$ cat src/tomasuloCore_defines.svh
`ifndef TOMASULO_CORE_DEFINES_SVH
`define TOMASULO_CORE_DEFINES_SVH

`define DATA_WIDTH 32
`define NICK_WIDTH 3  // Nick 0 means value present
`define ROB_DEPTH  7  // Slots named by nicks 1..7
`define RS_COUNT   4
`define REG_COUNT  32

`endif

$ cat src/isaPkg.sv
`include "tomasuloCore_defines.svh"

package isaPkg;

    typedef enum logic [3:0] {
        OP_LUI,
        OP_ADDI, OP_XORI, OP_ORI, OP_ANDI, OP_SLLI,
        OP_ADD, OP_SUB, OP_XOR, OP_OR, OP_AND, OP_SLL
    } opType;

    typedef enum logic [1:0] {NO_SRC, ONE_SRC, TWO_SRC} srcClass;

    typedef logic [$clog2(`REG_COUNT)-1:0] regName;

    // How many register sources an opcode reads
    function automatic srcClass opClass(input opType op);
        case (op)
            OP_LUI: return NO_SRC;
            OP_ADDI, OP_XORI, OP_ORI, OP_ANDI, OP_SLLI: return ONE_SRC;
            default: return TWO_SRC;
        endcase
    endfunction

endpackage

$ cat src/renamePkg.sv
`include "tomasuloCore_defines.svh"

package renamePkg;

    typedef logic [`NICK_WIDTH-1:0] nickType;

    typedef enum logic [1:0] {FREE, WAITING, DONE} robState;

endpackage

$ cat src/aluIssue.sv
`timescale 1ns/1ns
`include "tomasuloCore_defines.svh"

module aluIssue
    import isaPkg::*;
    import renamePkg::*;
(
    input  logic                   clk,
    input  logic                   rst,
    input  logic                   rdy,
    input  logic [`RS_COUNT-1:0]   rsReady,
    input  opType                  rsOp   [`RS_COUNT],
    input  logic [`DATA_WIDTH-1:0] rsImm  [`RS_COUNT],
    input  logic [`DATA_WIDTH-1:0] rsSrc1 [`RS_COUNT],
    input  logic [`DATA_WIDTH-1:0] rsSrc2 [`RS_COUNT],
    input  nickType                rsNick [`RS_COUNT],
    output logic [`RS_COUNT-1:0]   rsClear,
    output logic                   cdbValid,
    output nickType                cdbNick,
    output logic [`DATA_WIDTH-1:0] cdbData
);
    int                     sel;
    logic                   found;
    opType                  op;
    logic [`DATA_WIDTH-1:0] opA;
    logic [`DATA_WIDTH-1:0] opB;
    logic [`DATA_WIDTH-1:0] result;

    always_comb begin
        sel   = 0;
        found = 1'b0;
        for (int i = 0; i < `RS_COUNT; i++) begin
            if (!found && rsReady[i]) begin
                sel   = i;
                found = 1'b1;
            end
        end
    end

    assign rsClear = (rdy && found) ? `RS_COUNT'(1) << sel : '0;
    assign op      = rsOp[sel];
    assign opA     = rsSrc1[sel];
    assign opB     = (opClass(op) == TWO_SRC) ? rsSrc2[sel] : rsImm[sel];

    always_comb begin
        case (op)
            OP_LUI:          result = rsImm[sel];  // Already shifted by decode
            OP_ADD, OP_ADDI: result = opA + opB;
            OP_SUB:          result = opA - opB;
            OP_XOR, OP_XORI: result = opA ^ opB;
            OP_OR, OP_ORI:   result = opA | opB;
            OP_AND, OP_ANDI: result = opA & opB;
            OP_SLL, OP_SLLI: result = opA << opB[4:0];
            default:         result = '0;
        endcase
    end

    always_ff @(posedge clk) begin
        if (rst)
            cdbValid <= 1'b0;
        else
            cdbValid <= rdy && found;
    end

    always_ff @(posedge clk) begin
        cdbNick <= rsNick[sel];
        cdbData <= result;
    end

    assert property (@(posedge clk) disable iff (rst) cdbValid |-> cdbNick != '0);

endmodule

$ cat src/dispatch.sv
`timescale 1ns/1ns
`include "tomasuloCore_defines.svh"

module dispatch
    import isaPkg::*;
    import renamePkg::*;
(
    input  logic                   clk,
    input  logic                   rst,
    input  logic                   instValid,
    input  opType                  instOp,
    input  regName                 instRd,
    input  logic [`DATA_WIDTH-1:0] instImm,
    input  logic [`DATA_WIDTH-1:0] rs1Data,
    input  logic [`DATA_WIDTH-1:0] rs2Data,
    input  nickType                rs1Nick,
    input  nickType                rs2Nick,
    input  nickType                freeNick,
    input  logic                   robFull,
    input  logic                   lookupDone1,
    input  logic                   lookupDone2,
    input  logic [`DATA_WIDTH-1:0] lookupData1,
    input  logic [`DATA_WIDTH-1:0] lookupData2,
    input  logic                   cdbValid,
    input  nickType                cdbNick,
    input  logic [`DATA_WIDTH-1:0] cdbData,
    input  logic [`RS_COUNT-1:0]   rsBusy,
    output logic [`RS_COUNT-1:0]   rsWrite,
    output opType                  dispOp,
    output logic [`DATA_WIDTH-1:0] dispImm,
    output nickType                dispRs1Nick,
    output logic [`DATA_WIDTH-1:0] dispRs1Data,
    output nickType                dispRs2Nick,
    output logic [`DATA_WIDTH-1:0] dispRs2Data,
    output nickType                dispNick,
    output logic                   renameEn,
    output logic                   allocEn,
    output logic                   dispatchStall
);
    nickType                src1Nick;
    nickType                src2Nick;
    logic [`DATA_WIDTH-1:0] src1Data;
    logic [`DATA_WIDTH-1:0] src2Data;
    logic [`RS_COUNT-1:0]   freeSlot;

    // Register file, then finished ROB slot, then live CDB
    function automatic logic [`NICK_WIDTH+`DATA_WIDTH-1:0] resolve(
        input nickType nick, input logic [`DATA_WIDTH-1:0] regVal,
        input logic done, input logic [`DATA_WIDTH-1:0] robVal,
        input logic bcast, input nickType bcastNick, input logic [`DATA_WIDTH-1:0] bcastVal);
        if (nick == '0)
            return {nick, regVal};
        if (done)
            return {nickType'(0), robVal};
        if (bcast && bcastNick == nick)
            return {nickType'(0), bcastVal};
        return {nick, `DATA_WIDTH'(0)};  // Still waiting
    endfunction

    assign {src1Nick, src1Data} = resolve(rs1Nick, rs1Data, lookupDone1, lookupData1,
                                          cdbValid, cdbNick, cdbData);
    assign {src2Nick, src2Data} = resolve(rs2Nick, rs2Data, lookupDone2, lookupData2,
                                          cdbValid, cdbNick, cdbData);

    always_comb begin
        freeSlot = '0;
        for (int i = `RS_COUNT - 1; i >= 0; i--) begin
            if (!rsBusy[i])
                freeSlot = `RS_COUNT'(1) << i;  // Lowest free wins
        end
    end

    assign dispatchStall = robFull || &rsBusy;
    assign allocEn       = instValid && !dispatchStall;
    assign renameEn      = allocEn && instRd != '0;  // x0 stays ready
    assign rsWrite       = allocEn ? freeSlot : '0;
    assign dispOp        = instOp;
    assign dispImm       = instImm;
    assign dispNick      = freeNick;

    always_comb begin
        dispRs1Nick = '0;
        dispRs1Data = '0;
        dispRs2Nick = '0;
        dispRs2Data = '0;
        if (opClass(instOp) != NO_SRC) begin
            dispRs1Nick = src1Nick;
            dispRs1Data = src1Data;
        end
        if (opClass(instOp) == TWO_SRC) begin
            dispRs2Nick = src2Nick;
            dispRs2Data = src2Data;
        end
    end

    assert property (@(posedge clk) disable iff (rst) !(instValid && dispatchStall))
        else $error("Instruction sent while dispatch stalled");

endmodule

$ cat src/regStatus.sv
`timescale 1ns/1ns
`include "tomasuloCore_defines.svh"

module regStatus
    import isaPkg::*;
    import renamePkg::*;
(
    input  logic                   clk,
    input  logic                   rst,
    input  regName                 rs1,
    input  regName                 rs2,
    output logic [`DATA_WIDTH-1:0] rs1Data,
    output logic [`DATA_WIDTH-1:0] rs2Data,
    output nickType                rs1Nick,
    output nickType                rs2Nick,
    input  logic                   renameEn,
    input  regName                 renameReg,
    input  nickType                renameNick,
    input  logic                   commitEn,
    input  regName                 commitReg,
    input  nickType                commitNick,
    input  logic [`DATA_WIDTH-1:0] commitData
);
    logic [`DATA_WIDTH-1:0] regValue [`REG_COUNT];
    nickType                regNick  [`REG_COUNT];
    logic                   commitHit1;
    logic                   commitHit2;

    // ROB slot is already freed during the commit cycle, so forward here
    assign commitHit1 = commitEn && commitReg == rs1 && commitNick == regNick[rs1];
    assign commitHit2 = commitEn && commitReg == rs2 && commitNick == regNick[rs2];

    assign rs1Nick = commitHit1 ? '0 : regNick[rs1];
    assign rs2Nick = commitHit2 ? '0 : regNick[rs2];
    assign rs1Data = commitHit1 ? commitData : regValue[rs1];
    assign rs2Data = commitHit2 ? commitData : regValue[rs2];

    always_ff @(posedge clk) begin
        if (rst) begin
            for (int i = 0; i < `REG_COUNT; i++) begin
                regValue[i] <= '0;
                regNick[i]  <= '0;
            end
        end else begin
            if (commitEn && commitReg != '0) begin
                regValue[commitReg] <= commitData;
                if (regNick[commitReg] == commitNick)
                    regNick[commitReg] <= '0;  // Only if not renamed since
            end
            if (renameEn)
                regNick[renameReg] <= renameNick;  // Wins over same-cycle commit
        end
    end

endmodule

$ cat src/robQueue.sv
`timescale 1ns/1ns
`include "tomasuloCore_defines.svh"

module robQueue
    import isaPkg::*;
    import renamePkg::*;
(
    input  logic                   clk,
    input  logic                   rst,
    input  logic                   rdy,
    input  logic                   allocEn,
    input  regName                 allocReg,
    output nickType                freeNick,
    output logic                   robFull,
    input  nickType                lookupNick1,
    input  nickType                lookupNick2,
    output logic                   lookupDone1,
    output logic                   lookupDone2,
    output logic [`DATA_WIDTH-1:0] lookupData1,
    output logic [`DATA_WIDTH-1:0] lookupData2,
    input  logic                   cdbValid,
    input  nickType                cdbNick,
    input  logic [`DATA_WIDTH-1:0] cdbData,
    output logic                   commitValid,
    output regName                 commitReg,
    output nickType                commitNick,
    output logic [`DATA_WIDTH-1:0] commitData
);
    robState                         slotState [1:`ROB_DEPTH];
    regName                          slotReg   [1:`ROB_DEPTH];
    logic [`DATA_WIDTH-1:0]          slotData  [1:`ROB_DEPTH];
    nickType                         head;
    nickType                         tail;
    logic [$clog2(`ROB_DEPTH+1)-1:0] count;
    logic                            doCommit;

    function automatic nickType nextNick(input nickType n);
        return (n == `ROB_DEPTH) ? nickType'(1) : nickType'(n + 1'b1);
    endfunction

    assign freeNick = tail;
    assign robFull  = count == `ROB_DEPTH;
    assign doCommit = rdy && slotState[head] == DONE;

    assign lookupDone1 = lookupNick1 != '0 && slotState[lookupNick1] == DONE;
    assign lookupDone2 = lookupNick2 != '0 && slotState[lookupNick2] == DONE;
    assign lookupData1 = slotData[lookupNick1];
    assign lookupData2 = slotData[lookupNick2];

    always_ff @(posedge clk) begin
        if (rst) begin
            head        <= nickType'(1);
            tail        <= nickType'(1);
            count       <= '0;
            commitValid <= 1'b0;
            for (int i = 1; i <= `ROB_DEPTH; i++)
                slotState[i] <= FREE;
        end else begin
            commitValid <= doCommit;
            if (cdbValid)
                slotState[cdbNick] <= DONE;
            if (allocEn) begin
                slotState[tail] <= WAITING;
                tail            <= nextNick(tail);
            end
            if (doCommit) begin
                slotState[head] <= FREE;
                head            <= nextNick(head);
            end
            if (allocEn && !doCommit)
                count <= count + 1'b1;
            else if (!allocEn && doCommit)
                count <= count - 1'b1;
        end
    end

    always_ff @(posedge clk) begin
        if (allocEn)
            slotReg[tail] <= allocReg;
        if (cdbValid)
            slotData[cdbNick] <= cdbData;
        commitReg  <= slotReg[head];
        commitNick <= head;
        commitData <= slotData[head];
    end

    // Count would pass ROB_DEPTH
    assert property (@(posedge clk) disable iff (rst) robFull |-> !allocEn)
        else $error("Allocation into a full ROB");
    assert property (@(posedge clk) disable iff (rst) cdbValid |-> slotState[cdbNick] != FREE)
        else $error("CDB result for a free ROB slot");

endmodule

$ cat src/rsEntry.sv
`timescale 1ns/1ns
`include "tomasuloCore_defines.svh"

module rsEntry
    import isaPkg::*;
    import renamePkg::*;
(
    input  logic                   clk,
    input  logic                   rst,
    input  logic                   write,
    input  logic                   clear,
    input  opType                  dispOp,
    input  logic [`DATA_WIDTH-1:0] dispImm,
    input  nickType                dispRs1Nick,
    input  logic [`DATA_WIDTH-1:0] dispRs1Data,
    input  nickType                dispRs2Nick,
    input  logic [`DATA_WIDTH-1:0] dispRs2Data,
    input  nickType                dispNick,
    input  logic                   cdbValid,
    input  nickType                cdbNick,
    input  logic [`DATA_WIDTH-1:0] cdbData,
    output logic                   busy,
    output logic                   ready,
    output opType                  op,
    output logic [`DATA_WIDTH-1:0] imm,
    output logic [`DATA_WIDTH-1:0] src1,
    output logic [`DATA_WIDTH-1:0] src2,
    output nickType                nick
);
    nickType src1Nick;
    nickType src2Nick;
    logic    hit1;
    logic    hit2;

    // cdbNick is never 0, so a present operand cannot match
    assign hit1  = cdbValid && src1Nick == cdbNick;
    assign hit2  = cdbValid && src2Nick == cdbNick;
    assign ready = busy && src1Nick == '0 && src2Nick == '0;

    always_ff @(posedge clk) begin
        if (rst) begin
            busy     <= 1'b0;
            src1Nick <= '0;
            src2Nick <= '0;
        end else if (write) begin
            busy     <= 1'b1;
            src1Nick <= dispRs1Nick;
            src2Nick <= dispRs2Nick;
        end else begin
            if (clear)
                busy <= 1'b0;
            if (hit1)
                src1Nick <= '0;
            if (hit2)
                src2Nick <= '0;
        end
    end

    always_ff @(posedge clk) begin
        if (write) begin
            op   <= dispOp;
            imm  <= dispImm;
            nick <= dispNick;
            src1 <= dispRs1Data;
            src2 <= dispRs2Data;
        end else begin
            if (hit1)
                src1 <= cdbData;
            if (hit2)
                src2 <= cdbData;
        end
    end

    assert property (@(posedge clk) disable iff (rst) write |-> !busy);
    assert property (@(posedge clk) disable iff (rst) clear |-> ready)
        else $error("Issue cleared an entry that was not ready");

endmodule

$ cat src/tomasuloCore.sv
`timescale 1ns/1ns
`include "tomasuloCore_defines.svh"

module tomasuloCore
    import isaPkg::*;
    import renamePkg::*;
(
    input  logic                   clk,
    input  logic                   rst,
    input  logic                   rdy,
    input  logic                   instValid,
    input  opType                  instOp,
    input  regName                 instRd,
    input  regName                 instRs1,
    input  regName                 instRs2,
    input  logic [`DATA_WIDTH-1:0] instImm,
    output logic                   dispatchStall,
    output logic                   commitValid,
    output regName                 commitReg,
    output logic [`DATA_WIDTH-1:0] commitData
);
    logic [`DATA_WIDTH-1:0] rs1Data;
    logic [`DATA_WIDTH-1:0] rs2Data;
    nickType                rs1Nick;
    nickType                rs2Nick;
    nickType                freeNick;
    nickType                commitNick;
    logic                   robFull;
    logic                   renameEn;
    logic                   allocEn;
    logic                   lookupDone1;
    logic                   lookupDone2;
    logic [`DATA_WIDTH-1:0] lookupData1;
    logic [`DATA_WIDTH-1:0] lookupData2;
    logic                   cdbValid;
    nickType                cdbNick;
    logic [`DATA_WIDTH-1:0] cdbData;

    logic [`RS_COUNT-1:0]   rsBusy;
    logic [`RS_COUNT-1:0]   rsReady;
    logic [`RS_COUNT-1:0]   rsWrite;
    logic [`RS_COUNT-1:0]   rsClear;
    opType                  dispOp;
    logic [`DATA_WIDTH-1:0] dispImm;
    nickType                dispRs1Nick;
    logic [`DATA_WIDTH-1:0] dispRs1Data;
    nickType                dispRs2Nick;
    logic [`DATA_WIDTH-1:0] dispRs2Data;
    nickType                dispNick;
    opType                  rsOp   [`RS_COUNT];
    logic [`DATA_WIDTH-1:0] rsImm  [`RS_COUNT];
    logic [`DATA_WIDTH-1:0] rsSrc1 [`RS_COUNT];
    logic [`DATA_WIDTH-1:0] rsSrc2 [`RS_COUNT];
    nickType                rsNick [`RS_COUNT];

    regStatus uRegStatus (
        .clk, .rst, .rs1(instRs1), .rs2(instRs2),
        .rs1Data, .rs2Data, .rs1Nick, .rs2Nick,
        .renameEn, .renameReg(instRd), .renameNick(dispNick),
        .commitEn(commitValid), .commitReg, .commitNick, .commitData
    );

    robQueue uRob (
        .clk, .rst, .rdy, .allocEn, .allocReg(instRd), .freeNick, .robFull,
        .lookupNick1(rs1Nick), .lookupNick2(rs2Nick),  // Nicks straight from regStatus
        .lookupDone1, .lookupDone2, .lookupData1, .lookupData2,
        .cdbValid, .cdbNick, .cdbData,
        .commitValid, .commitReg, .commitNick, .commitData
    );

    dispatch uDispatch (
        .clk, .rst, .instValid, .instOp, .instRd, .instImm,
        .rs1Data, .rs2Data, .rs1Nick, .rs2Nick, .freeNick, .robFull,
        .lookupDone1, .lookupDone2, .lookupData1, .lookupData2,
        .cdbValid, .cdbNick, .cdbData, .rsBusy, .rsWrite,
        .dispOp, .dispImm, .dispRs1Nick, .dispRs1Data, .dispRs2Nick, .dispRs2Data,
        .dispNick, .renameEn, .allocEn, .dispatchStall
    );

    for (genvar i = 0; i < `RS_COUNT; i++) begin : gRs
        rsEntry uEntry (
            .clk, .rst, .write(rsWrite[i]), .clear(rsClear[i]),
            .dispOp, .dispImm, .dispRs1Nick, .dispRs1Data, .dispRs2Nick, .dispRs2Data,
            .dispNick, .cdbValid, .cdbNick, .cdbData,
            .busy(rsBusy[i]), .ready(rsReady[i]), .op(rsOp[i]), .imm(rsImm[i]),
            .src1(rsSrc1[i]), .src2(rsSrc2[i]), .nick(rsNick[i])
        );
    end

    aluIssue uIssue (
        .clk, .rst, .rdy, .rsReady, .rsOp, .rsImm, .rsSrc1, .rsSrc2, .rsNick,
        .rsClear, .cdbValid, .cdbNick, .cdbData
    );

endmodule

$ cat config.mk
export PLATFORM = sky130hd
export DESIGN_NAME = tomasuloCore
export DESIGN_NICKNAME = d
export VERILOG_FILES = /design/src/isaPkg.sv /design/src/renamePkg.sv /design/src/aluIssue.sv /design/src/dispatch.sv /design/src/regStatus.sv /design/src/robQueue.sv /design/src/rsEntry.sv /design/src/tomasuloCore.sv
export VERILOG_INCLUDE_DIRS = /design/src
export SDC_FILE = /design/constraint.sdc
export NUM_CORES = 2
export LEC_CHECK = 0
export BUFFER_PORTS_ARGS = -buffer_cell sky130_fd_sc_hd__buf_2
export CORE_AREA = 2 2 471 473
export DETAILED_ROUTE_END_ITERATION = 10
export DIE_AREA = 0 0 473 475
export HOLD_SLACK_MARGIN = 0.1
export PLACE_DENSITY = 0.68
export SYNTH_ARGS = -nofsm -noshare
export SYNTH_HDL_FRONTEND = slang
export SYNTH_SLANG_ARGS = --single-unit
export TNS_END_PERCENT = 100
$ cat constraint.sdc
create_clock -name clk -period 19.15 [get_ports clk]
set_clock_uncertainty 0.15 [all_clocks]
set_input_delay 4.7875 -clock clk [delete_from_list [all_inputs] [get_ports clk]]
set_output_delay 4.7875 -clock clk [all_outputs]
set_load 0.01 [all_outputs]
==> results.toml <==
[status]
status = "finished clean"

[pwr]
p_leak_nw = 41.65
powerDensity_nw_per_um2 = 100.0
ir_drop_v = 0.00009142

[critical_path]
endpoint = "gRs[1].uEntry.src2[2]"
crit_type = "in -> reg"
cp.depth = 16
arrival_ns = 11.16
required_ns = 19.60
timing.rr.start = "gRs[3].uEntry.src1Nick[0]"
critPathLaunchType = "primary input"
crit_path_top_delay_cell = "buf_4"
crit_path_max_fanout = 84
rr_worst_depth = 24
cpLargestDelayFamily = "buffers and inverters"
worst_path_most_repeated_cell = "buf_4"
ff2ff_setup_slack_ns = 9.23
critical_path.cell_chain = "buf_8 -> buf_4 -> mux4_2 -> mux2i_1 -> mux4_2 -> xnor2_1 -> o41ai_2 -> buf_4 -> o22ai_1 -> a2bb2oi_1 -> a32oi_2 -> buf_4 -> nor4_1 -> buf_4 -> a311o_1 -> mux2_2"
rr_endpoint = "uIssue.cdbData[30]"
path_buf_inv = 5
crit_path_end_kind = "flop"
startpoint = "instRs2[1]"
cp_slowest_stage_delay_ns = 0.91

[synthesis]
synth_top_family_by_area = "multiplexers"
syn-cell-area_um2 = 105100
seq_area_frac_synth_pct = 53.70
synthAdderAreaFrac_pct = 1.240
yosysUniqueCellTypes = 96
synth_edf_count = 1791
synth.area.mux_share_pct = 20.74
ys.flop_type = "edfxtp_1"
synth-async-reset-ratio_pct = 0
synth_xor_area_share_pct = 0.8832
yosys_warnings = 0
ys_ff_latch = 1924
syn_avg_cell_area_um2 = 13.68
synth-simple-area-share_pct = 11.59
synth_cells = 7685
synth_compound_area_share_pct = 8.357

[clock_network]
clock_sinks = 1924
cts_tree = "built"
ctsResizeCount = 0
htreeDepth = 4
cts_max_path_buffers = 3
cts_buffers = 205
cts.clk_slew.worst_paths_ns = 0.06
clkLatencyLatePin_ns = 0.91
cts_setup_buffers = 0
cts_root_buf = "clkbuf_16"
cts_hold_buf = 0

[sta]
finalSetupTns_ns = 0
drv_slew = 0
fin_ws_ns = 8.440
worstMarginPinSlew_ns = 1.436
rsz0062_at_grt = "no"
maxSlewHeadroom_pct = 3.267
period_share_pct = 55.92
finalSetupViolCount = 0
max_freq_mhz = 93.38
period_needed_ns = 10.71
hold_viol = 0

[drt]
wire_per_inst_um = 35.21
dr.pass1.iters = 8
viasPerCell = 6.955
ant_nets = 0
vias = 73540
wl_um = 372300
drt_iter0_markers = 10880
drc_errors = 0

[global_routing]
grt_antenna_before_repair = 21
grt_pass1_wl_um = 527000
grt_max_degree = 113
track_usage_pct = 32.66
gr-total-overflow = 0
grt_pass1_vias = 72740

[die]
initial_core_util_pct = 47.98
fp.dieW_um = 473
dieArea_um2 = 224700
num_io_pins = 94
rows = 172
die_h_um = 475
fp.coreArea_um2 = 219100

[cells_and_area]
regArea_um2 = 56450
finalNetCount = 7674
fillers = 17800
final_core_util_pct = 52.75
instances_no_fill = 10570
drive_gt1_share_pct = 22.33
multi_input_area_um2 = 45680
design_area_um2 = 115600
synthToLayoutAreaGrowth_pct = 9.935

[placed_design]
dpl_cell_area_um2 = 108900
hpwlAfterDp_um = 222000
port_buffers = 93
place.gp.congestion = 0.9500
dp_slack_ns = 7.846
placed_cells = 10180

[worst_hold_path]
min_path_type = "reg -> reg"

[flow_run]
drv_cap = 0
## cells in the mapped netlist, drive strengths merged (20+ instances only)
library cell	n	area share, %
nand2b	21	0.12
mux4	728	16
a211oi	87	0.64
nor3	47	0.23
nand4	78	0.46
dfxtp	133	2.5
o2bb2ai	34	0.28
nand2	484	1.7
mux2i	325	3.1
o21ai	149	0.72
edfxtp	1791	51
a32o	41	0.39
and3	106	0.63
a31oi	23	0.14
a22oi	106	0.76
mux2	190	2.0
nor2	216	0.77
a21o	25	0.18
clkbuf	565	2.0
nand3	105	0.50
o2111ai	37	0.31
a221o	43	0.41
nor4	44	0.26
xnor2	86	0.72
o221ai	191	1.6
xor2	20	0.17
a21oi	112	0.53
and2	1009	6.0
a221oi	21	0.17
o211ai	78	0.56
a22o	27	0.22
buf	199	0.89
or2	50	0.30
ha	101	1.2
inv	157	0.56
a311o	31	0.30
## flip-flops by register name, summed over array words and instances (netlist names), named ones only
name and count:
gRs.uEntry.op 16, gRs.uEntry.imm 128, gRs.uEntry.src2Nick 12, uRob.head 3, uRob.freeNick 3, uRob.commitData 32
uRob.slotReg 35, gRs.uEntry.src1 128, uRob.slotData 224, gRs.uEntry.src1Nick 12, gRs.uEntry.nick 12, gRs.uEntry.src2 128
uIssue.cdbValid 1, uRob.count 3, uRegStatus.regNick 96, uRob.commitReg 5, uRob.slotState 16, uRegStatus.regValue 1024
uRob.commitValid 1, uIssue.cdbData 32, uIssue.cdbNick 3, gRs.uEntry.busy 4, uRob.commitNick 3
## cell usage in the layout (no fill, tap or decap), drive strengths merged, types with 18 or more instances in the layout
master	instances
a211oi	87
a21o	25
a21oi	112
a221o	43
a221oi	21
a222oi	18
a22o	27
a22oi	106
a311o	31
a31oi	23
a32o	41
and2	1009
and3	106
buf	354
clkbuf	274
clkinv	83
conb	35
dfxtp	133
edfxtp	1791
ha	101
inv	162
mux2	190
mux2i	325
mux4	728
nand2	484
nand2b	21
nand3	105
nand4	78
nor2	216
nor3	47
nor4	44
o2111ai	37
o211ai	78
o21ai	149
o221ai	191
o2bb2ai	34
or2	50
xnor2	86
xor2	20
## cell families after synthesis
| family | after synthesis |
|---|---|
| and+or+nand+nor | 2243 |
| DFF | 1924 |
| muxes | 1243 |
| AOI/OAI and AO/OA | 1140 |
| buffers and inverters | 925 |
| xor gates and xnor gates | 106 |
| adders and majority gates | 103 |
| other | 1 |
## how the worst min path moves through the flow
stage,slack [ns],end,from,cells after the start
finish,0.32,uIssue.cdbNick[0],gRs[2].uEntry.nick[0],2
global route,0.34,uIssue.cdbNick[0],gRs[2].uEntry.nick[0],2
CTS,0.32,uIssue.cdbNick[0],gRs[2].uEntry.nick[0],2
detailed placement,0.31,uIssue.cdbNick[0],gRs[2].uEntry.nick[0],2
global placement,0.30,uIssue.cdbNick[1],gRs[2].uEntry.nick[1],2
floorplan,0.23,uRob.commitNick[0],uRob.head[0],0
## report_power, final
part / total, mW / switching, mW / internal [mW] / leakage [nW]
clock: 3.97 / 1.75 / 2.22 / 3.20
combinational: 2.46 / 1.55 / 0.908 / 19.6
sequential: 5.13 / 0.200 / 4.93 / 18.8
## routing by layer
| metal | global-route usage, % | part of all wire, % | up-vias |
|---|---|---|---|
| li1 | - | - | 29740 |
| met1 | 40.12 | 35 | 37330 |
| met2 | 52.51 | 47 | 5191 |
| met3 | 8.364 | 11 | 1258 |
| met4 | 18.71 | 6.0 | 14 |
| met5 | 0 | 0.027 | - |
## worst register-to-register path, stage by stage, from the launching register on
cell and delay [ns]:
dfxtp_1 0.32, or4_1 0.54, a211oi_1 1.14, nand3_4 0.59, buf_4 0.46, o221ai_1 0.22, buf_4 0.30, a21oi_2 0.22
buf_4 0.30, o21ai_2 0.19, buf_4 0.39, inv_2 0.42, xnor2_1 0.34, fa_1 0.48, a21o_1 0.18, a21oi_1 0.24
o21bai_1 0.15, a31o_2 0.30, o41a_1 0.45, o21ai_0 0.62, o31ai_1 0.32, a21oi_1 0.40, mux2i_1 0.16, a221oi_1 0.46
o311ai_0 0.34
## cell type report
cell class	instances	area share [%]
Antenna cell	13	0.02815
Clock buffer	274	4.805
Clock inverter	107	0.9593
Inverter	161	0.5295
Multi-Input combinational cell	4870	39.53
Sequential cell	1924	48.85
Tap cell	2871	3.109
Timing Repair Buffer	354	2.188
## through the flow
| stage | total power, mW | hold slack, ns |
|---|---|---|
| after floorplan | 6.702 | 0.2277 |
| after global placement | 7.547 | 0.3040 |
| after detailed placement | 7.586 | 0.3104 |
| after CTS | 11.50 | 0.3240 |
| after global routing | 11.87 | 0.3398 |
| final | 11.56 | 0.3197 |
(Power assumes the default switching activity.)
